--- src/cube_macros.svh ---
// shared constants for the cube design: 480p timing, framebuffer geometry and register map
// include wherever a size, a timing or a register address is needed
`ifndef CUBE_MACROS_SVH
`define CUBE_MACROS_SVH

`define H_ACTIVE 640
`define H_FP 16
`define H_SYNC 96
`define H_BP 48

`define V_ACTIVE 480
`define V_FP 10
`define V_SYNC 2
`define V_BP 33

`define FB_WIDTH 160
`define FB_HEIGHT 90
`define FB_SCALE 4

`define LB_TOP 60
`define LB_BOTTOM 420

`define CORDW 16
`define CIDXW 2
`define CHANW 4
`define EDGE_CNT 9

`define REG_CTRL 3'd0
`define REG_PAL0 3'd1
`define REG_PAL1 3'd2
`define REG_PAL2 3'd3
`define REG_PAL3 3'd4

`endif

--- src/video_pkg.sv ---
// display-side types: screen coordinates, the sync bundle and 12-bit colours
// used by the timing generator, the framebuffer and the top level
`include "cube_macros.svh"

package video_pkg;

    // signed so the letterbox offset can go below zero
    typedef logic signed [`CORDW-1:0] coord_t;

    typedef struct packed {
        logic hsync;  // active low
        logic vsync;  // active low
        logic de;
    } sync_t;

    typedef struct packed {
        logic [`CHANW-1:0] red;
        logic [`CHANW-1:0] green;
        logic [`CHANW-1:0] blue;
    } rgb_t;

endpackage

--- src/draw_pkg.sv ---
// drawing-side types: line endpoints and the host register word
// the register address decides which view of the word is decoded
`include "cube_macros.svh"

package draw_pkg;

    typedef struct packed {
        video_pkg::coord_t x0;
        video_pkg::coord_t y0;
        video_pkg::coord_t x1;
        video_pkg::coord_t y1;
    } line_t;

    typedef struct packed {
        logic              enable;      // start a run
        logic [`CIDXW-1:0] cidx;        // edge colour
        logic [7:0]        frame_wait;  // frames before drawing
        logic [4:0]        rsvd;
    } ctrl_word_t;

    typedef struct packed {
        logic [3:0]        rsvd;
        video_pkg::rgb_t   rgb;
    } pal_word_t;

    typedef union packed {
        ctrl_word_t ctrl_view;  // REG_CTRL
        pal_word_t  pal_view;   // REG_PAL0..REG_PAL3
    } reg_word_t;

endpackage

--- src/cube_regs.sv ---
// host register block: run control word at REG_CTRL, four palette entries after it
// a write lands on the clock edge where reg_we is high
`timescale 1ns/1ps
`include "cube_macros.svh"

module cube_regs (
    input  logic                   clk_pix,
    input  logic                   arst_n,
    input  logic                   reg_we,
    input  logic [2:0]             reg_addr,
    input  draw_pkg::reg_word_t    reg_wdata,
    output logic                   enable,
    output logic [`CIDXW-1:0]      cidx,
    output logic [7:0]             frame_wait,
    output video_pkg::rgb_t [3:0]  palette
);

    logic [1:0] pal_sel;

    assign pal_sel = 2'(reg_addr - `REG_PAL0);  // palette entry for this address

    always_ff @(posedge clk_pix or negedge arst_n) begin
        if (!arst_n) begin
            enable     <= 1'b0;
            cidx       <= '0;
            frame_wait <= '0;
            palette[0] <= 12'h000;  // black
            palette[1] <= 12'hf00;  // red
            palette[2] <= 12'h0f0;  // green
            palette[3] <= 12'hfff;  // white
        end else if (reg_we) begin
            case (reg_addr)
                `REG_CTRL: begin
                    enable     <= reg_wdata.ctrl_view.enable;
                    cidx       <= reg_wdata.ctrl_view.cidx;
                    frame_wait <= reg_wdata.ctrl_view.frame_wait;
                end
                `REG_PAL0, `REG_PAL1, `REG_PAL2, `REG_PAL3: begin
                    palette[pal_sel] <= reg_wdata.pal_view.rgb;
                end
                default: ;  // unmapped address
            endcase
        end
    end

endmodule

--- config.mk ---
export PLATFORM = sky130hd
export DESIGN_NAME = cube_regs
export DESIGN_NICKNAME = d
export VERILOG_FILES = /design/src/video_pkg.sv /design/src/draw_pkg.sv /design/src/cube_regs.sv
export VERILOG_INCLUDE_DIRS = /design/src
export SDC_FILE = /design/constraint.sdc
export NUM_CORES = 1
export LEC_CHECK = 0
export ABC_AREA = 1
export BUFFER_PORTS_ARGS = -buffer_cell sky130_fd_sc_hd__buf_2
export CORE_MARGIN = 2
export CORE_UTILIZATION = 45
export DETAILED_ROUTE_END_ITERATION = 10
export GPL_ROUTABILITY_DRIVEN = 0
export HOLD_SLACK_MARGIN = 0.15
export PLACE_DENSITY = 0.8
export SYNTH_ARGS = -nofsm -noshare
export SYNTH_HDL_FRONTEND = slang
export SYNTH_SLANG_ARGS = --single-unit
--- constraint.sdc ---
create_clock -name clk_pix -period 0.8 [get_ports clk_pix]
set_input_delay 0.08 -clock clk_pix [delete_from_list [all_inputs] [get_ports clk_pix]]
set_output_delay 0.08 -clock clk_pix [all_outputs]
set_load 0.01 [all_outputs]
==> results.md <==
* Met2 GRT Util at 41.4%
* Power Density at 2490 nW/um^2
* Commonest non-fill, non-tap cell in the layout: nand2_1
* Min cycle time layout at 1070 ps
* Seq cells post-synth at 59
* CTS sink count at 59
* Final nets at 426
* Part of the cycle the worst path needs at 134%
* Top delay family on crit path: flip-flops
* DP Wirelength at about 4300 um
* First-pass GRT wire length at 11,100 um
* Data arrival, critical path at 990 ps
* Post-Syn Area at 2540 um^2
* Sum Neg Setup Slack at -11,670 ps
* Vias at around 2,600
* Hold WC Path Type: in2reg
* Area of the core at between 5000 and 6000 um^2
* Grt peak-use layer: met2
* Top cell type's share of synthesized area at between 30% and 40%
* TritonCTS Buffers at 9
* CP Launch Type: flop
* Yosys warns at 0
* Synth area leaders: dfrtp_1 (38%), dfstp_2 (21%), nand2_1 (16%)
* Largest net degree at the start of global routing at 60
* Max H-tree Level at 3
* Crit path kind: reg2out
* Via/cell ratio at 5.36
* Initial antenna violation count at 1
* Seq/Total Area, Yosys at 59.1%
* DR pass1 iterations at 5
* Clock skew at 0 ps
* DRC violations left at 0
* Clock Tree Root: clkbuf_8
* Die W at 79.2 um
* CTS tree: yes
* Initial Util at a little under half
* Global Route met1 Usage at between 20% and 30%
* Syn Area/Cell at 9.82 um^2
* Initial drt markers at 275
* Relative slew slack at 76.9%
* CP Cell Sequence: buf_6
* Met3 Resource Use GR at 4.20%
* Layout cells sized above 1 at 51.8%
* Clock-pin slew on the worst setup and hold paths at ~70 ps
* Post-Route Utilization at a little under three quarters
* Drt wl/cell at 18.4 um
* Crit path largest cell delay at 560 ps
* Clk buf depth at 2
* Gr ovfl total at 0
* RSZ-0062 raised after global routing: true
* Status: complete, but fails checks
* WL final at 8890 um
* Final Hold Viols at 0
* Max-cap violations at 0
* Final setup viols at a little over 80
* Synth cell types at 20
* Worst path buffer plus inverter count at 1
* Fill count at between 300 and 400
* Syn Inst Count at roughly 260
* Die ar. at 6270 um^2
* Buffers on Ports at 80
* Chip height at 79.2 um
* Setup slack after layout at -273 ps
* Synth area leader: dfrtp_1
* Syn Nets at 281
* Commonest cells after routing, fill and taps aside: nand2_1 (102), buf_2 (52), buf_4 (48), dfrtp_1 (39), buf_6 (30)
* Clk Latency, worst-skew pair at 320 ps
* Max Fclk at 932 MHz
* Failing checks: setup timing
* Static leakage power at 2.12 nW
* Slew Viols, Final at 0
* Post-route ant nets at 0
* Crit path required time at just over 700 ps
* Total GRT Usage at 23.0%
* Slowest-stage cell, CP: dfstp_2
* Crit path capture type: output pin
* Vias in the first global route at 2,342
* CP max FO at 2
* Final Hold Slack at around 270 ps
* Top Ports at 81
* Area grow syn2layout at 54.3%
* Peak VDD IR at ~1300 uV
* Rows at 27
* Worst-margin pin slew at 346 ps
## stage by stage
stage | area (um^2) | total power (W) | std cells | worst slack, ps
floorplan | 2560 | 0.00499 | 259 | 7.68
global route | 3920 | 0.0102 | 481 | -292
global placement | 3040 | 0.00582 | 406 | -100
finish | 3920 | 0.00978 | 482 | -273
CTS | 3730 | 0.00922 | 464 | -276
detailed placement | 3040 | 0.00590 | 406 | -135
## cells in the mapped netlist
cell and instances:
buf_1 1, buf_2 5, buf_4 4, buf_6 5, clkbuf_1 1, dfrtp_1 39, dfstp_2 20, inv_1 14
inv_2 5, nand2_1 109, nand2_2 2, nand2_4 2, nand3_2 1, nand4_1 23, nand4_2 1, nor2_2 1
nor2_4 1, nor2_8 1, o21ai_1 2, o21ai_2 22
## power breakdown
part / internal (W) / switching [W]
Combinational: 0.00160 / 0.00145
Sequential: 0.00369 / 0.000409
Clock: 0.00151 / 0.00113
Total: 0.00680 / 0.00298
## worst register-to-register path: stages, from the launching register on
cell and delay [ps]:
dfrtp_1 400, buf_4 140, buf_4 120, nand2_1 70, nand2_1 100
## cell families after synthesis
kind of cell	Yosys count	share of synthesized area (%)
simple gates	141	25.5
flops	59	59.1
buf+inv	35	7.48
compound gates	24	7.97
## what timing repair did
item,4_1_cts,5_1_grt
hold buffers,17,0
endpoints found under the setup margin,59,62
pin swaps,0,1
gates resized for setup,22,17
endpoints found under the hold margin,118,0
buffers inserted,25,18
## flip-flops by register name, indices dropped and copies added, names as in the netlist
name	flops
cidx	2
frame_wait	8
palette	48
enable	1
## routing by layer
metal	vias to the layer above	routed length (um)
met2	191	4490
li1	1117	-
met3	53	792
met5	-	0
met1	1223	3120
met4	0	492
## layout make-up
type | instances | area [um^2] | share of cell area, %
Multi-Input combinational cell | 165 | 873 | 22.3
Clock inverter | 5 | 52.6 | 1.34
Clock buffer | 11 | 141 | 3.60
Inverter | 19 | 73.8 | 1.88
Timing Repair Buffer | 150 | 1190 | 30.3
Tap cell | 72 | 90.1 | 2.30
Antenna cell | 1 | 2.50 | 0.0638
Sequential cell | 59 | 1500 | 38.3
## final timing paths
kind                                from             to  slack, ps  cells past startpoint
min in group asynchronous         arst_n  frame_wait[7]        280                      3
setup / recovery             palette[21]    palette[21]       -270                      1
hold / removal               reg_addr[0]     palette[9]        270                      4
hold reg to reg              palette[16]    palette[16]        480                      2
max in group asynchronous         arst_n    palette[38]        190                      3
setup reg to reg           frame_wait[0]  frame_wait[0]       -150                      4
(Power assumes the default switching activity.)
