**config.mk**
```make
export PLATFORM = sky130hd
export DESIGN_NAME = cube_sequencer
export DESIGN_NICKNAME = d
export VERILOG_FILES = /design/src/video_pkg.sv /design/src/draw_pkg.sv /design/src/cube_sequencer.sv
export VERILOG_INCLUDE_DIRS = /design/src
export SDC_FILE = /design/constraint.sdc
export NUM_CORES = 1
export LEC_CHECK = 0
export CORE_MARGIN = 4
export CORE_UTILIZATION = 60
export DETAILED_ROUTE_END_ITERATION = 8
export DONT_BUFFER_PORTS = 1
export GPL_TIMING_DRIVEN = 1
export PLACE_DENSITY = 0.85
export SLEW_MARGIN = 20
export SYNTH_ARGS = -nofsm -noshare
export SYNTH_HDL_FRONTEND = slang
export SYNTH_SLANG_ARGS = --single-unit
export TNS_END_PERCENT = 50
```
**constraint.sdc**
```tcl
create_clock -name clk_pix -period 4.2 [get_ports clk_pix]
set_input_delay 0.42 -clock clk_pix [delete_from_list [all_inputs] [get_ports clk_pix]]
set_output_delay 0.42 -clock clk_pix [all_outputs]
set_load 0.005 [all_outputs]
```
**src/cube_macros.svh**
```systemverilog
// shared constants for the cube design: 480p timing, framebuffer geometry and register map
// include wherever a size, a timing or a register address is needed
`ifndef CUBE_MACROS_SVH
`define CUBE_MACROS_SVH

`define H_ACTIVE 640
`define H_FP 16
`define H_SYNC 96
`define H_BP 48

`define V_ACTIVE 480
`define V_FP 10
`define V_SYNC 2
`define V_BP 33

`define FB_WIDTH 160
`define FB_HEIGHT 90
`define FB_SCALE 4

`define LB_TOP 60
`define LB_BOTTOM 420

`define CORDW 16
`define CIDXW 2
`define CHANW 4
`define EDGE_CNT 9

`define REG_CTRL 3'd0
`define REG_PAL0 3'd1
`define REG_PAL1 3'd2
`define REG_PAL2 3'd3
`define REG_PAL3 3'd4

`endif

```
**src/video_pkg.sv**
```systemverilog
// display-side types: screen coordinates, the sync bundle and 12-bit colours
// used by the timing generator, the framebuffer and the top level
`include "cube_macros.svh"

package video_pkg;

    // signed so the letterbox offset can go below zero
    typedef logic signed [`CORDW-1:0] coord_t;

    typedef struct packed {
        logic hsync;  // active low
        logic vsync;  // active low
        logic de;
    } sync_t;

    typedef struct packed {
        logic [`CHANW-1:0] red;
        logic [`CHANW-1:0] green;
        logic [`CHANW-1:0] blue;
    } rgb_t;

endpackage

```
**src/draw_pkg.sv**
```systemverilog
// drawing-side types: line endpoints and the host register word
// the register address decides which view of the word is decoded
`include "cube_macros.svh"

package draw_pkg;

    typedef struct packed {
        video_pkg::coord_t x0;
        video_pkg::coord_t y0;
        video_pkg::coord_t x1;
        video_pkg::coord_t y1;
    } line_t;

    typedef struct packed {
        logic              enable;      // start a run
        logic [`CIDXW-1:0] cidx;        // edge colour
        logic [7:0]        frame_wait;  // frames before drawing
        logic [4:0]        rsvd;
    } ctrl_word_t;

    typedef struct packed {
        logic [3:0]        rsvd;
        video_pkg::rgb_t   rgb;
    } pal_word_t;

    typedef union packed {
        ctrl_word_t ctrl_view;  // REG_CTRL
        pal_word_t  pal_view;   // REG_PAL0..REG_PAL3
    } reg_word_t;

endpackage

```
**src/cube_sequencer.sv**
```systemverilog
// walks the nine cube edges and hands each one to the line drawer
// oe opens after frame_wait frames, giving a visible delay before the cube appears
`timescale 1ns/1ps
`include "cube_macros.svh"

module cube_sequencer (
    input  logic             clk_pix,
    input  logic             arst_n,
    input  logic             enable,
    input  logic             frame,
    input  logic [7:0]       frame_wait,
    input  logic             draw_done,
    output draw_pkg::line_t  coords,
    output logic             start,
    output logic             oe,
    output logic             cube_done
);
    import draw_pkg::*;

    localparam int IDW = $clog2(`EDGE_CNT);

    // front face, then the receding edges and the visible back edges
    localparam line_t EDGES [`EDGE_CNT] = '{
        '{ 65, 30, 115, 30}, '{115, 30, 115, 80}, '{115, 80,  65, 80},
        '{ 65, 80,  65, 30}, '{ 65, 80,  45, 60}, '{ 45, 60,  45, 10},
        '{ 45, 10,  65, 30}, '{ 45, 10,  95, 10}, '{ 95, 10, 115, 30}
    };

    typedef enum logic [1:0] {IDLE, INIT, DRAW, DONE} state_t;
    state_t state;

    logic [IDW-1:0] edge_id;
    logic [7:0]     wait_cnt;  // frames left before oe

    assign cube_done = (state == DONE);

    always_ff @(posedge clk_pix or negedge arst_n) begin
        if (!arst_n) begin
            state    <= IDLE;
            edge_id  <= '0;
            start    <= 1'b0;
            oe       <= 1'b0;
            wait_cnt <= '0;
        end else begin
            start <= 1'b0;
            case (state)
                IDLE: begin
                    edge_id <= '0;
                    oe      <= 1'b0;
                    if (enable && frame) begin  // runs begin on a frame boundary
                        state    <= INIT;
                        wait_cnt <= frame_wait;
                        oe       <= (frame_wait == 8'd0);
                    end
                end
                INIT: begin
                    start <= 1'b1;
                    state <= DRAW;
                end
                DRAW: begin
                    if (draw_done) begin
                        if (edge_id == IDW'(`EDGE_CNT - 1)) begin
                            state <= DONE;
                        end else begin
                            edge_id <= edge_id + 1'b1;
                            state   <= INIT;
                        end
                    end
                end
                DONE: if (!enable) state <= IDLE;
                default: state <= IDLE;
            endcase
            if (state != IDLE && !oe && frame) begin
                wait_cnt <= wait_cnt - 1'b1;
                oe       <= (wait_cnt == 8'd1);  // last wait frame seen
            end
        end
    end

    always_ff @(posedge clk_pix) begin
        if (state == INIT) coords <= EDGES[edge_id];
    end

endmodule

```
==> impl_results.md <==
* Rows at 21
* H-tree levels at 2
* Drt total wl at 3.38 mm
* Largest family of logic cells by synthesized area: buffers and inverters
* Io pins at 80
* Placed Instances at 239
* Pre-Repair DR Iteration Count at 4
* Max_cap viols at 0
* Crit share post-route at 43.4%
* Skew final at 0.00495 ns
* EDFF count, synth at 20
* Clock root buffer: clkbuf_4
* Hold Vio Cnt, Final at 0
* Total negative slack at 0 ns
* Detailed Place HPWL at 2.52 mm
* Chip width at 67.3 um
* Vias at 1,298
* Most common cell in the netlist: buf_4
* Period minus WS final at 1.82 ns
* Initial Util at 62.7%
* YS warnings at 0
* Largest stage delay, worst path at 0.48 ns
* Area share of and/or/nand/nor cells after synthesis at 17.7%
* Static Leak at 0.828 nW
* Vias per inst at 5.23
* Finish-stage setup viols at 0
* Core box area at 0.00336 sq mm
* Worst-margin pin slew at 0.719 ns
* F_max at 549 MHz
* GPL Wtd Cong at 0.914
* CTS tree: built
* Placed cell areas at 0.00194 sq mm
* Peak fanout along the critical path at 8
* Async SR Flop Fraction at 44.4%
* Power per cell area at 613 mW/mm^2
* Most used DFF post-synth: edfxtp_1
* Synth cell count leaders: buf_4 (46), edfxtp_1 (20), dfrtp_1 (16)
* Routed len/inst at 13.6 um
* Synth Register Bits at 36
* Mux contribution to synthesized area at 0.474%
* RSZ-0062 raised after global routing: no
* Post-synth top area cell: edfxtp_1
* IO buf count at 0
* Final Cell Area at 0.00203 sq mm
* Post-Place Setup Slack at 2.44 ns
* Num Clock Sinks at 36
* Post-Synth XOR/XNOR Area at 0%
* Final ANT Viol Nets at 0
* Vias in the first global route at 1,138
* Yosys top cell area share at 28.5%
* Cell area after synthesis at 0.00211 sq mm
* CP Capture Type: register
* Slowest cell on crit path: dfrtp_1
* Mean Syn Cell Area at 10.3 sq um
* CTS Buffer Depth at 2
* Die ar. at 0.00453 sq mm
* Cell chain of the critical path: inv_1 -> ha_1 -> nand2_1 -> o21ai_0 -> a21oi_1 -> o22ai_1
* Critical path class: reg2reg
* Rel. slew slack at 51.9%
* Slew Viols, Final at 0
* Share of cells above drive strength 1 at 6.44%
* Arrival @ worst endpoint at 2.08 ns
* Initial antenna violation count at 0
* Power, Total at 1.24 mW
* Post-Synthesis Cells at 204
* Setup ws final at 2.38 ns
* Status: finished, final reports clean
* Worst VDD drop at 0.233 mV
* Largest net degree at the start of global routing at 22
* DRT iter0 DRCs at 72
* GRT Util Overall at 16.0%
* CTS buffer count at 5
* DRC viols at 0
* Tightest Hold Check Type: in2reg
* Fin cells at 248
* Crit path launch type: register
* Chip Height at 67.3 um
* Synth Area in Adders at 4.74%
* Area growth syn-to-layout at -3.91%
* Clk slew on worst S/H paths at 0.10 ns
* ANT cells at 0
* Register area share after synthesis at 47.4%
* Final nets at 222
* Yosys cell types at 43
* WP data required at 4.46 ns
* Compound-gate portion of the synthesized area at 9.67%
* Area contributors post-synth: edfxtp_1 (28%), dfrtp_1 (19%), buf_4 (16%)
* Later-pin clock latency in the skew report at 0.34 ns
* Grt ovf at 0
* First-pass GRT wire length at 5.35 mm
[kinds of logic after synthesis]
logic type | Yosys count
other cells | 2
mux | 1
simple gates | 66
flops | 36
compound gates | 31
buf+inv | 60
fa+ha+maj | 8
[worst paths after layout]
| path | startpoint | end | slack [ns] | cells past startpoint |
|---|---|---|---|---|
| worst min-delay path | enable | state[1] | 0.19 | 2 |
| max in group asynchronous | arst_n | edge_id[2] | 3.18 | 1 |
| worst max register to register | edge_id[1] | edge_id[1] | 2.38 | 6 |
| worst min register to register | wait_cnt[1] | wait_cnt[1] | 0.56 | 1 |
| worst max-delay path | edge_id[1] | edge_id[1] | 2.38 | 6 |
| min in group asynchronous | arst_n | oe | 0.56 | 1 |
[worst max-delay path, delay by kind of cell (launching register included)]
kind	cells	cell delay, ns
adder cells (fa/ha/maj)	1	0.24
AND/OR/NAND/NOR	1	0.09
flip-flops	1	0.48
AO/OA/AOI/OAI	3	0.74
buffers and inverters	1	0.19
[power breakdown]
group          internal [mW]  switching [mW]  leakage (nW)
clock network          0.125           0.112        0.0422
registers              0.514           0.118         0.364
logic                  0.149           0.224         0.422
total                  0.788           0.455         0.828
[cell usage in the layout, fill, tap and decap left out, types with 2 or more instances in the layout]
master     n
nor2_1    14
clkbuf_4   5
ha_1       8
nand2b_1   7
nand3_1    8
edfxtp_1  20
dfrtp_1   16
nand2_1   15
o21ai_0    5
o211ai_1   3
a221o_1    2
inv_1     10
nor4_1     2
a21oi_1   10
conb_1    40
nor2b_1    3
nor3_1     3
o22ai_1    2
or3_1      2
and2_1     2
[cell type report]
| cell class | count | area, sq um |
|---|---|---|
| Inverter | 10 | 37.5 |
| Multi-Input combinational cell | 146 | 837 |
| Clock inverter | 2 | 35.0 |
| Clock buffer | 6 | 41.3 |
| Fill cell | 286 | 1340 |
| Tap cell | 46 | 57.6 |
| Sequential cell | 36 | 1000 |
| Timing Repair Buffer | 2 | 17.5 |
[flip-flops by register name, summed over array words and instances (netlist names)]
register / flops
start: 1
edge_id: 4
state: 2
wait_cnt: 8
coords: 20
oe: 1
[repair_timing]
item                                    4_1_cts  5_1_grt
endpoints found under the setup margin        0        0
hold endpoints to repair                     16        0
resized for setup                             0        0
hold buffers                                  1        0
setup buffers                                 0        0
[per-stage QoR]
step                      utilization [%]  hold WS, ns
after floorplan                         -        0.124
after global placement               57.7        0.125
after detailed placement             57.7        0.125
after CTS                            60.3        0.194
after global routing                 60.3        0.190
final                                60.3        0.193
[routing by layer]
| layer | GRT usage (%) | part of all wire (%) | vias up |
|---|---|---|---|
| met5 | 0 | 0 | - |
| met4 | 8.61 | 0.80 | 0 |
| met3 | 5.16 | 9.1 | 4 |
| met2 | 23.7 | 47 | 67 |
| met1 | 20.7 | 43 | 612 |
| li1 | - | - | 615 |
Note: power is estimated with default switching activity, not from simulation.
