==> src/cube_macros.svh <==
// shared constants for the cube design: 480p timing, framebuffer geometry and register map
// include wherever a size, a timing or a register address is needed
`ifndef CUBE_MACROS_SVH
`define CUBE_MACROS_SVH

`define H_ACTIVE 640
`define H_FP 16
`define H_SYNC 96
`define H_BP 48

`define V_ACTIVE 480
`define V_FP 10
`define V_SYNC 2
`define V_BP 33

`define FB_WIDTH 160
`define FB_HEIGHT 90
`define FB_SCALE 4

`define LB_TOP 60
`define LB_BOTTOM 420

`define CORDW 16
`define CIDXW 2
`define CHANW 4
`define EDGE_CNT 9

`define REG_CTRL 3'd0
`define REG_PAL0 3'd1
`define REG_PAL1 3'd2
`define REG_PAL2 3'd3
`define REG_PAL3 3'd4

`endif

==> src/video_pkg.sv <==
// display-side types: screen coordinates, the sync bundle and 12-bit colours
// used by the timing generator, the framebuffer and the top level
`include "cube_macros.svh"

package video_pkg;

    // signed so the letterbox offset can go below zero
    typedef logic signed [`CORDW-1:0] coord_t;

    typedef struct packed {
        logic hsync;  // active low
        logic vsync;  // active low
        logic de;
    } sync_t;

    typedef struct packed {
        logic [`CHANW-1:0] red;
        logic [`CHANW-1:0] green;
        logic [`CHANW-1:0] blue;
    } rgb_t;

endpackage

==> src/display_timings.sv <==
// 640x480 timing generator with the counter origin at the first active pixel
// sync and de are decoded combinationally, so they line up with sx and sy
`timescale 1ns/1ps
`include "cube_macros.svh"

module display_timings (
    input  logic               clk_pix,
    input  logic               arst_n,
    output video_pkg::coord_t  sx,
    output video_pkg::coord_t  sy,
    output video_pkg::sync_t   sync,
    output logic               frame,
    output logic               line
);
    import video_pkg::*;

    localparam int H_SYNC_STA = `H_ACTIVE + `H_FP;
    localparam int H_SYNC_END = H_SYNC_STA + `H_SYNC;
    localparam int H_TOTAL    = H_SYNC_END + `H_BP;
    localparam int V_SYNC_STA = `V_ACTIVE + `V_FP;
    localparam int V_SYNC_END = V_SYNC_STA + `V_SYNC;
    localparam int V_TOTAL    = V_SYNC_END + `V_BP;
    localparam coord_t ONE    = 1;

    always_ff @(posedge clk_pix or negedge arst_n) begin
        if (!arst_n) begin
            sx <= '0;
            sy <= '0;
        end else if (sx == H_TOTAL - 1) begin  // end of line
            sx <= '0;
            sy <= (sy == V_TOTAL - 1) ? '0 : sy + ONE;
        end else begin
            sx <= sx + ONE;
        end
    end

    always_comb begin
        sync.hsync = !(sx >= H_SYNC_STA && sx < H_SYNC_END);
        sync.vsync = !(sy >= V_SYNC_STA && sy < V_SYNC_END);
        sync.de    = (sx < `H_ACTIVE) && (sy < `V_ACTIVE);
        line       = (sx == 0);
        frame      = line && (sy == 0);  // once per frame at the origin
    end

endmodule

==> config.mk <==
export PLATFORM = sky130hd
export DESIGN_NAME = display_timings
export DESIGN_NICKNAME = d
export VERILOG_FILES = /design/src/video_pkg.sv /design/src/display_timings.sv
export VERILOG_INCLUDE_DIRS = /design/src
export SDC_FILE = /design/constraint.sdc
export NUM_CORES = 1
export LEC_CHECK = 0
export ABC_AREA = 0
export ABC_CLOCK_PERIOD_IN_PS = 2800
export BUFFER_PORTS_ARGS = -buffer_cell sky130_fd_sc_hd__buf_4
export CORE_ASPECT_RATIO = 0.7
export CORE_MARGIN = 4
export CORE_UTILIZATION = 50
export CTS_CLUSTER_DIAMETER = 120
export CTS_CLUSTER_SIZE = 40
export DETAILED_ROUTE_END_ITERATION = 8
export PLACE_DENSITY = 0.75
export SLEW_MARGIN = 25
export SYNTH_ARGS = -nofsm -noshare
export SYNTH_HDL_FRONTEND = slang
export SYNTH_SLANG_ARGS = --single-unit
export TNS_END_PERCENT = 5
==> constraint.sdc <==
create_clock -name clk_pix -period 2.8 [get_ports clk_pix]
set_input_delay 0.56 -clock clk_pix [delete_from_list [all_inputs] [get_ports clk_pix]]
set_output_delay 0.56 -clock clk_pix [all_outputs]
set_load 0.02 [all_outputs]
==> results of run 1 <==
-- path summary, 6_finish.rpt --
| path | slack [ps] | cells after the start | startpoint | endpoint |
|---|---|---|---|---|
| min | 210 | 1 | arst_n | sx[15] |
| max in group asynchronous | 2280 | 1 | arst_n | sx[6] |
| max reg2reg | 580 | 4 | sx[5] | sy[8] |
| min reg2reg | 540 | 1 | sx[11] | sx[11] |
| max | 160 | 5 | sx[11] | frame |
| min in group clk_pix | 540 | 1 | sx[11] | sx[11] |
-- layout make-up --
class	count	area, um2	share of cell area [%]
Multi-Input combinational cell	138	927.1	41.75
Sequential cell	32	800.8	36.06
Timing Repair Buffer	39	292.8	13.18
Clock buffer	6	72.57	3.268
Tap cell	47	58.81	2.648
Clock inverter	2	35.03	1.577
Inverter	9	33.78	1.521
-- state kept, by name, indices dropped and copies added, names as in the netlist --
register	flops
sx	16
sy	16
-- worst reg2reg max path: stages, from the launching register on --
cell,delay [ps]
dfrtp_1,460
or4_4,590
or4_1,600
nor3_1,270
mux2i_1,210
-- per-layer routing --
metal  wire length [um]  share of wire [%]  vias up  global-route usage, %
li1                   -                  -      743                      -
met1               2158                 48      743                  31.52
met2               1872                 41       91                  29.26
met3                429                9.5        8                  6.151
met4                 55                1.2        0                  7.108
met5                  0                  0        -                      0
-- logic make-up after synthesis --
| logic type | Yosys count | synth area share (%) |
|---|---|---|
| xor gates and xnor gates | 20 | 9.972 |
| buffers and inverters | 12 | 2.635 |
| muxes | 5 | 2.849 |
| adders and majority gates | 5 | 3.561 |
| AOI/OAI and AO/OA | 11 | 3.561 |
| and+or+nand+nor | 97 | 31.84 |
| DFF | 32 | 45.58 |
-- layout by cell type, fill, tap and decap left out, drive strengths merged --
cell / n
o21ai: 5
nand4: 10
and3: 1
nand2b: 1
o211ai: 1
clkbuf: 6
nor2: 15
dfrtp: 32
nor4bb: 1
clkinv: 1
nand3: 17
nor4b: 2
and2: 2
or3: 4
mux2i: 5
xnor2: 8
inv: 9
nand3b: 2
bufinv: 1
nand2: 14
ha: 5
nor3: 12
a21oi: 1
nand4b: 2
or4: 4
or2: 1
a31oi: 4
buf: 39
and4: 3
nor4: 6
xor2: 12
-- metrics by stage --
stage | cell area [um2] | hold slack [ps] | total power [mW] | utilization (%)
final | 2221 | 206.4 | 0.9068 | 68.24
after global routing | 2221 | 231.9 | 0.9406 | 68.24
after CTS | 2208 | 218.2 | 0.9138 | 67.86
after detailed placement | 2096 | 524.3 | 0.4815 | 64.40
after global placement | 2096 | 497.3 | 0.4807 | 64.40
after floorplan | 1757 | 264.4 | 0.4710 | -
-- power breakdown --
part	switching (mW)	internal, mW
Combinational	0.00906	0.000945
Sequential	0	0.462
Clock	0.171	0.264
-- repair_timing --
action	4_1_cts	5_1_grt
pin swaps	0	1
setup endpoints to repair	1	1
hold buffers	0	0
gates resized for setup	1	2
==> flow_metrics.env, run 1 <==
export IMPL_vias=1585
export IMPL_stdcell_count=273
export IMPL_first_global_vias=1451
export IMPL_overflow=0
export IMPL_post_cts_buffers=0
export IMPL_async_flop_share_pct=100.0
export IMPL_insertion_delay_ps=280
export IMPL_dp_hpwl_mm=3.292
export IMPL_required_ps=2240
export IMPL_ctsLongestPathBuffers=2
export IMPL_synth_cell_type_count=32
export IMPL_fmax_mhz=378.6
export IMPL_drc=0
export IMPL_cts_tree="yes"
export IMPL_die_area_um2=4541
export IMPL_crit_buf_inv=1
export IMPL_fin_worst_skew_ps=5.319
export IMPL_rows=17
export IMPL_cts_max_level=2
export IMPL_nNetsFinal=232
export IMPL_num_antenna_cells=0
export IMPL_globalRouteTotalUtil_pct=21.17
export IMPL_cp_start_kind="flop"
export IMPL_p_per_area_nw_per_um2=408.3
export IMPL_slowest_stage="or4_4"
export IMPL_finalSetupViolCount=0
export IMPL_synthFlopType="dfrtp_1"
export IMPL_max_vdd_ir_drop_mv=0.4467
export IMPL_numCtsBuffers=5
export IMPL_syn_area_per_cell_um2=9.652
export IMPL_critPathArrivalTime_ps=2080
export IMPL_syn_area_um2=1757
export IMPL_tightest_slew_ps=692.6
export IMPL_max_cap_violations=0
export IMPL_synth_common_cells="dfrtp_1, nand3_1, nor2_1"
export IMPL_crit_chain="or4_4, nor3_2, nand4b_1, nor4_2, buf_4"
export IMPL_hold_viol_final=0
export IMPL_cp_max_fo=5
export IMPL_yosys_top_cells_area="dfrtp_1, xor2_1, nand3_1, xnor2_1, ha_1"
export IMPL_clock_sinks=32
export IMPL_drv_slew=0
export IMPL_chipWidth_um=78.85
export IMPL_initial_core_util_pct=53.98
export IMPL_syn_to_final_growth_pct=26.42
export IMPL_final_setup_worst_slack_ps=159.0
export IMPL_synth_seq_cells=32
export IMPL_grt_max_degree=33
export IMPL_path_delay_family="simple AND/OR/NAND/NOR gates"
export IMPL_postRouteAntennaNets=0
export IMPL_grt_antenna_before_repair=0
export IMPL_die_y_um=57.59
export IMPL_clockRootBuffer="clkbuf_8"
export IMPL_endpoint_kind="primary output"
export IMPL_yosysMostFrequentCell="dfrtp_1"
export IMPL_fin_crit_sh_pct=94.32
export IMPL_tns_ps=0
export IMPL_core_area_um2=3254
export IMPL_finalWirelength_mm=4.515
export IMPL_fill_cells=263
export IMPL_period_needed_ps=2641
export IMPL_viasPerCell=5.806
export IMPL_place_ws_ps=243.1
export IMPL_status="complete, no violations"
export IMPL_place_congestion=0.9534
export IMPL_slowest_delay_ps=590
export IMPL_dr_pass1_iters=5
export IMPL_maxSlewHeadroom_pct=53.40
export IMPL_drive_gt1_share_pct=24.34
export IMPL_grt_pass1_wl_mm=7.486
export IMPL_portBuffers=38
export IMPL_synth_edf_count=0
export IMPL_yosys_area_top_type="dfrtp_1"
export IMPL_leakage_nw=1.088
export IMPL_rsz0062_at_grt="false"
export IMPL_io_pins=39
export IMPL_netlist_area_leader_share_pct=45.58
export IMPL_yosys_warnings=0
export IMPL_synth_cells=182
export IMPL_crit_type="reg2out"
export IMPL_drt_initial_drc_count=163
export IMPL_yosysSeqAreaShare_pct=45.58
export IMPL_wire_per_inst_um=16.54
export IMPL_clkTransAtPathRegs_ps=70
export IMPL_hp_class="in2async"
export IMPL_dp_cells=265
export IMPL_synth_net_count=189
Note: power is estimated with default switching activity, not from simulation.
==> run 2: changes to the inputs <==
--- a/config.mk
+++ b/config.mk
@@ -8,14 +8,13 @@
 export LEC_CHECK = 0
 export ABC_AREA = 0
 export ABC_CLOCK_PERIOD_IN_PS = 2800
-export BUFFER_PORTS_ARGS = -buffer_cell sky130_fd_sc_hd__buf_4
 export CORE_ASPECT_RATIO = 0.7
 export CORE_MARGIN = 4
 export CORE_UTILIZATION = 50
 export CTS_CLUSTER_DIAMETER = 120
 export CTS_CLUSTER_SIZE = 40
 export DETAILED_ROUTE_END_ITERATION = 8
-export PLACE_DENSITY = 0.75
+export DONT_BUFFER_PORTS = 1
 export SLEW_MARGIN = 25
 export SYNTH_ARGS = -nofsm -noshare
 export SYNTH_HDL_FRONTEND = slang
==> flow_metrics.env, run 2 (synthesis results as in run 1) <==
export IMPL_status="complete, no violations"
export IMPL_drive_gt1_share_pct=11.92
export IMPL_leakage_nw=0.9162
export IMPL_mostFrequentLayoutCells="dfrtp_1, nand3_1, nor2_1"
export IMPL_overflow=0
export IMPL_drt_initial_drc_count=57
export IMPL_dp_hpwl_mm=3.094
export IMPL_chipWidth_um=78.85
export IMPL_viasPerCell=5.871
export IMPL_finalWirelength_mm=4.200
export IMPL_initial_core_util_pct=53.98
export IMPL_clkTransAtPathRegs_ps=60
export IMPL_drc=0
export IMPL_period_needed_ps=2592
export IMPL_fin_worst_skew_ps=5.316
export IMPL_max_cap_violations=0
export IMPL_slowest_delay_ps=540
export IMPL_endpoint_kind="primary output"
export IMPL_hp_class="in2async"
export IMPL_insertion_delay_ps=270
export IMPL_rsz0062_at_grt="false"
export IMPL_maxSlewHeadroom_pct=65.21
export IMPL_tns_ps=0
export IMPL_pwr_share_seq_pct=59.4
export IMPL_power_frac_clock_pct=39.2
export IMPL_power_frac_comb_pct=1.5
export IMPL_top_regs="sx x16, sy x16"
export IMPL_wire_per_inst_um=17.50
export IMPL_die_y_um=57.59
export IMPL_fin_crit_sh_pct=92.56
export IMPL_switching_share_pct=19.76
export IMPL_tightest_slew_ps=517.0
export IMPL_ctsLongestPathBuffers=2
export IMPL_critPathArrivalTime_ps=2030
export IMPL_first_global_vias=1316
export IMPL_path_delay_family="simple AND/OR/NAND/NOR gates"
export IMPL_required_ps=2240
export IMPL_layout_commonest_cell="dfrtp_1"
export IMPL_numCtsBuffers=5
export IMPL_io_pins=39
export IMPL_nNetsFinal=202
export IMPL_power_mw=0.7793
export IMPL_postRouteAntennaNets=0
export IMPL_cp_start_kind="flop"
export IMPL_vias=1409
export IMPL_fmax_mhz=385.9
export IMPL_p_per_area_nw_per_um2=397.0
export IMPL_hold_viol_final=0
export IMPL_grt_pass1_wl_mm=6.858
export IMPL_grt_max_degree=33
export IMPL_drv_slew=0
export IMPL_syn_to_final_growth_pct=11.75
export IMPL_dr_pass1_iters=4
export IMPL_post_route_util_pct=60.32
export IMPL_cts_max_level=2
export IMPL_max_vdd_ir_drop_mv=0.3182
export IMPL_crit_chain="inv_1, ha_1, nor4b_2, nand3b_1, nor4_1, buf_4"
export IMPL_crit_type="reg2out"
export IMPL_num_antenna_cells=0
export IMPL_core_area_um2=3254
export IMPL_internal_power_mw=0.6253
export IMPL_clockRootBuffer="clkbuf_8"
export IMPL_grt_antenna_before_repair=0
export IMPL_portBuffers=0
export IMPL_cp_max_fo=8
export IMPL_die_area_um2=4541
export IMPL_place_congestion=0.8287
export IMPL_rows=17
export IMPL_switchingPower_mw=0.1540
export IMPL_slowest_stage="dfrtp_1"
export IMPL_crit_buf_inv=2
export IMPL_globalRouteTotalUtil_pct=19.79
export IMPL_cts_tree="yes"
export IMPL_clock_sinks=32
export IMPL_finalSetupViolCount=0
-- run 2: area by class of cell --
cell class | instances | area [um2]
sequential | 32 | 800.8
tap | 47 | 58.81
clock buffer | 5 | 68.82
timing repair buffer | 9 | 80.08
fill | 280 | 1291
multi-input combinational | 138 | 920.9
inverter | 9 | 33.78
-- run 2: power by group through the flow --
stage	Combinational, mW	Clock, mW	Sequential (mW)
6_report	0.0115	0.305	0.463
5_1_grt	0.0137	0.341	0.462
4_1_cts	0.0125	0.318	0.462
3_5_place_dp	0.000000434	0	0.471
3_3_place_gp	0.000000434	0	0.471
2_1_floorplan	0.000000399	0	0.471
-- run 2: metal layers --
metal  up-vias  track usage [%]  wire length, um
met5         -                0                0
met4         0            6.863               32
met3         4            7.413              358
met2        42            26.48             1786
met1       677            29.01             2022
li1        686                -                -
-- run 2: what timing repair did --
item / CTS / global route
gates resized for setup: 0 / 3
hold buffers: 1 / 0
setup buffers: 0 / 0
endpoints found under the hold margin: 32 / 0
setup endpoints to repair: 0 / 1
-- run 2: worst register-to-register path, cell delays in order (launching register included) --
cell and delay, ps:
dfrtp_1 520, ha_1 290, nand4_1 270, or4_1 720
nor3_1 300, mux2i_1 200
-- run 2: stage by stage --
stage	instances	cell area [um2]	setup WS [ps]	hold WS, ps
floorplan	182	1757	111.1	264.4
global placement	234	1863	439.0	265.3
detailed placement	234	1863	389.9	265.1
CTS	240	1952	90.60	114.0
global route	240	1963	87.83	111.4
finish	240	1963	208.4	112.3
-- run 2: worst paths after layout --
| check | startpoint | endpoint | slack [ps] | cells past startpoint |
|---|---|---|---|---|
| max | sy[1] | frame | 210 | 6 |
| min | arst_n | sy[10] | 110 | 1 |
| max reg2reg | sx[1] | sy[8] | 420 | 5 |
| min reg2reg | sx[10] | sx[10] | 610 | 2 |
| max in group asynchronous | arst_n | sx[15] | 2510 | 1 |
| min in group clk_pix | sx[10] | sx[10] | 610 | 2 |
==> run 3: changes to the inputs <==
--- a/config.mk
+++ b/config.mk
@@ -8,7 +8,7 @@
 export LEC_CHECK = 0
 export ABC_AREA = 0
 export ABC_CLOCK_PERIOD_IN_PS = 2800
-export CORE_ASPECT_RATIO = 0.7
+export CORE_ASPECT_RATIO = 0.9
 export CORE_MARGIN = 4
 export CORE_UTILIZATION = 50
 export CTS_CLUSTER_DIAMETER = 120
==> flow_metrics.env, run 3 (synthesis results as in run 1) <==
export IMPL_status="complete, no violations"
export IMPL_endpoint_kind="primary output"
export IMPL_hold_viol_final=0
export IMPL_wire_per_inst_um=17.78
export IMPL_clockRootBuffer="clkbuf_8"
export IMPL_mostFrequentLayoutCells="dfrtp_1, nand3_1, nor2_1"
export IMPL_leakage_nw=0.9261
export IMPL_finalWirelength_mm=4.232
export IMPL_finalSetupViolCount=0
export IMPL_drc=0
export IMPL_core_area_um2=3378
export IMPL_clkTransAtPathRegs_ps=70
export IMPL_viasPerCell=6.008
export IMPL_grt_pass1_wl_mm=7.376
export IMPL_final_seq_area_um2=800.8
export IMPL_place_congestion=0.9064
export IMPL_fmax_mhz=378.1
export IMPL_grt_max_degree=33
export IMPL_reg2reg_depth=5
export IMPL_critPathArrivalTime_ps=2080
export IMPL_first_global_vias=1498
export IMPL_layout_commonest_cell="dfrtp_1"
export IMPL_multi_input_area_um2=920.9
export IMPL_crit_buf_inv=1
export IMPL_dr_pass1_iters=4
export IMPL_drv_slew=0
export IMPL_drive_gt1_share_pct=11.86
export IMPL_final_setup_worst_slack_ps=155.0
export IMPL_die_y_um=64.23
export IMPL_grt_antenna_before_repair=0
export IMPL_drt_initial_drc_count=95
export IMPL_required_ps=2240
export IMPL_dp_hpwl_mm=3.087
export IMPL_portBuffers=0
export IMPL_slowest_delay_ps=580
export IMPL_max_cap_violations=0
export IMPL_syn_to_final_growth_pct=12.68
export IMPL_fill_cells=310
export IMPL_top_regs="sx x16, sy x16"
export IMPL_fin_worst_skew_ps=4.641
export IMPL_crit_type="reg2out"
export IMPL_chipWidth_um=70.48
export IMPL_crit_chain="or4_4, nor3_2, nand4b_1, nor4_1, buf_4"
export IMPL_period_needed_ps=2645
export IMPL_slowest_stage="or4_4"
export IMPL_overflow=0
export IMPL_vias=1430
export IMPL_place_ws_ps=313.5
export IMPL_path_depth=5
export IMPL_cts_tree="yes"
export IMPL_p_per_area_nw_per_um2=433.6
export IMPL_clock_sinks=32
export IMPL_io_pins=39
export IMPL_hp_class="in2async"
export IMPL_initial_core_util_pct=52.00
export IMPL_insertion_delay_ps=280
export IMPL_cp_max_fo=5
export IMPL_rows=20
export IMPL_die_area_um2=4527
export IMPL_cp_start_kind="flop"
export IMPL_ctsLongestPathBuffers=2
export IMPL_maxSlewHeadroom_pct=57.74
export IMPL_cts_max_level=2
export IMPL_max_vdd_ir_drop_mv=0.3295
export IMPL_globalRouteTotalUtil_pct=20.95
export IMPL_fin_crit_sh_pct=94.46
export IMPL_tightest_slew_ps=628.2
export IMPL_nNetsFinal=201
export IMPL_postRouteAntennaNets=0
export IMPL_post_route_util_pct=58.59
export IMPL_num_antenna_cells=0
export IMPL_numCtsBuffers=5
export IMPL_path_delay_family="simple AND/OR/NAND/NOR gates"
-- run 3: cell types whose count changed in the layout (fill, tap and decap cells not counted) --
cell      change
inv_2         -1
clkbuf_8      +2
inv_1         +1
buf_4         -1
-- run 3: cell type report --
type | instances | area share, %
clock buffer | 7 | 4.867
inverter | 9 | 1.707
multi-input combinational | 138 | 46.52
sequential | 32 | 40.46
tap | 44 | 2.781
timing repair buffer | 8 | 3.666
-- run 3: metrics by stage --
step	total power [mW]	hold WS, ps	instance area (um2)	cells	TNS [ps]
floorplan	0.4710	264.4	1757	182	0
global placement	0.4710	265.1	1852	230	0
detailed placement	0.4710	265.2	1852	230	0
CTS	0.8695	97.20	1968	238	0
global route	0.9019	89.37	1979	238	-28.68
finish	0.8582	98.22	1979	238	0
-- run 3: repair_timing --
item,in CTS,in global routing
gates resized for setup,0,2
setup buffers,0,0
endpoints found under the setup margin,0,2
hold buffers,1,0
hold endpoints to repair,32,0
-- run 3: worst paths after layout --
check,from,to,slack [ps]
max in group asynchronous,arst_n,sx[6],2530
min reg2reg,sx[11],sx[11],620
max reg2reg,sx[1],sy[8],400
min in group clk_pix,sx[11],sx[11],620
min,arst_n,sy[13],100
max,sx[11],frame,160
-- run 3: routing by layer --
metal  GRT usage (%)  routed length [um]
met5               0                   0
met4           9.091                  75
met3           8.491                 351
met2           35.16                2067
met1           23.32                1738
-- run 3: where the power goes --
group	internal, mW	leakage (nW)	switching [mW]
clock	0.219	0.0503	0.165
sequential	0.462	0.433	0
combinational	0.00296	0.443	0.00873
total	0.684	0.926	0.174
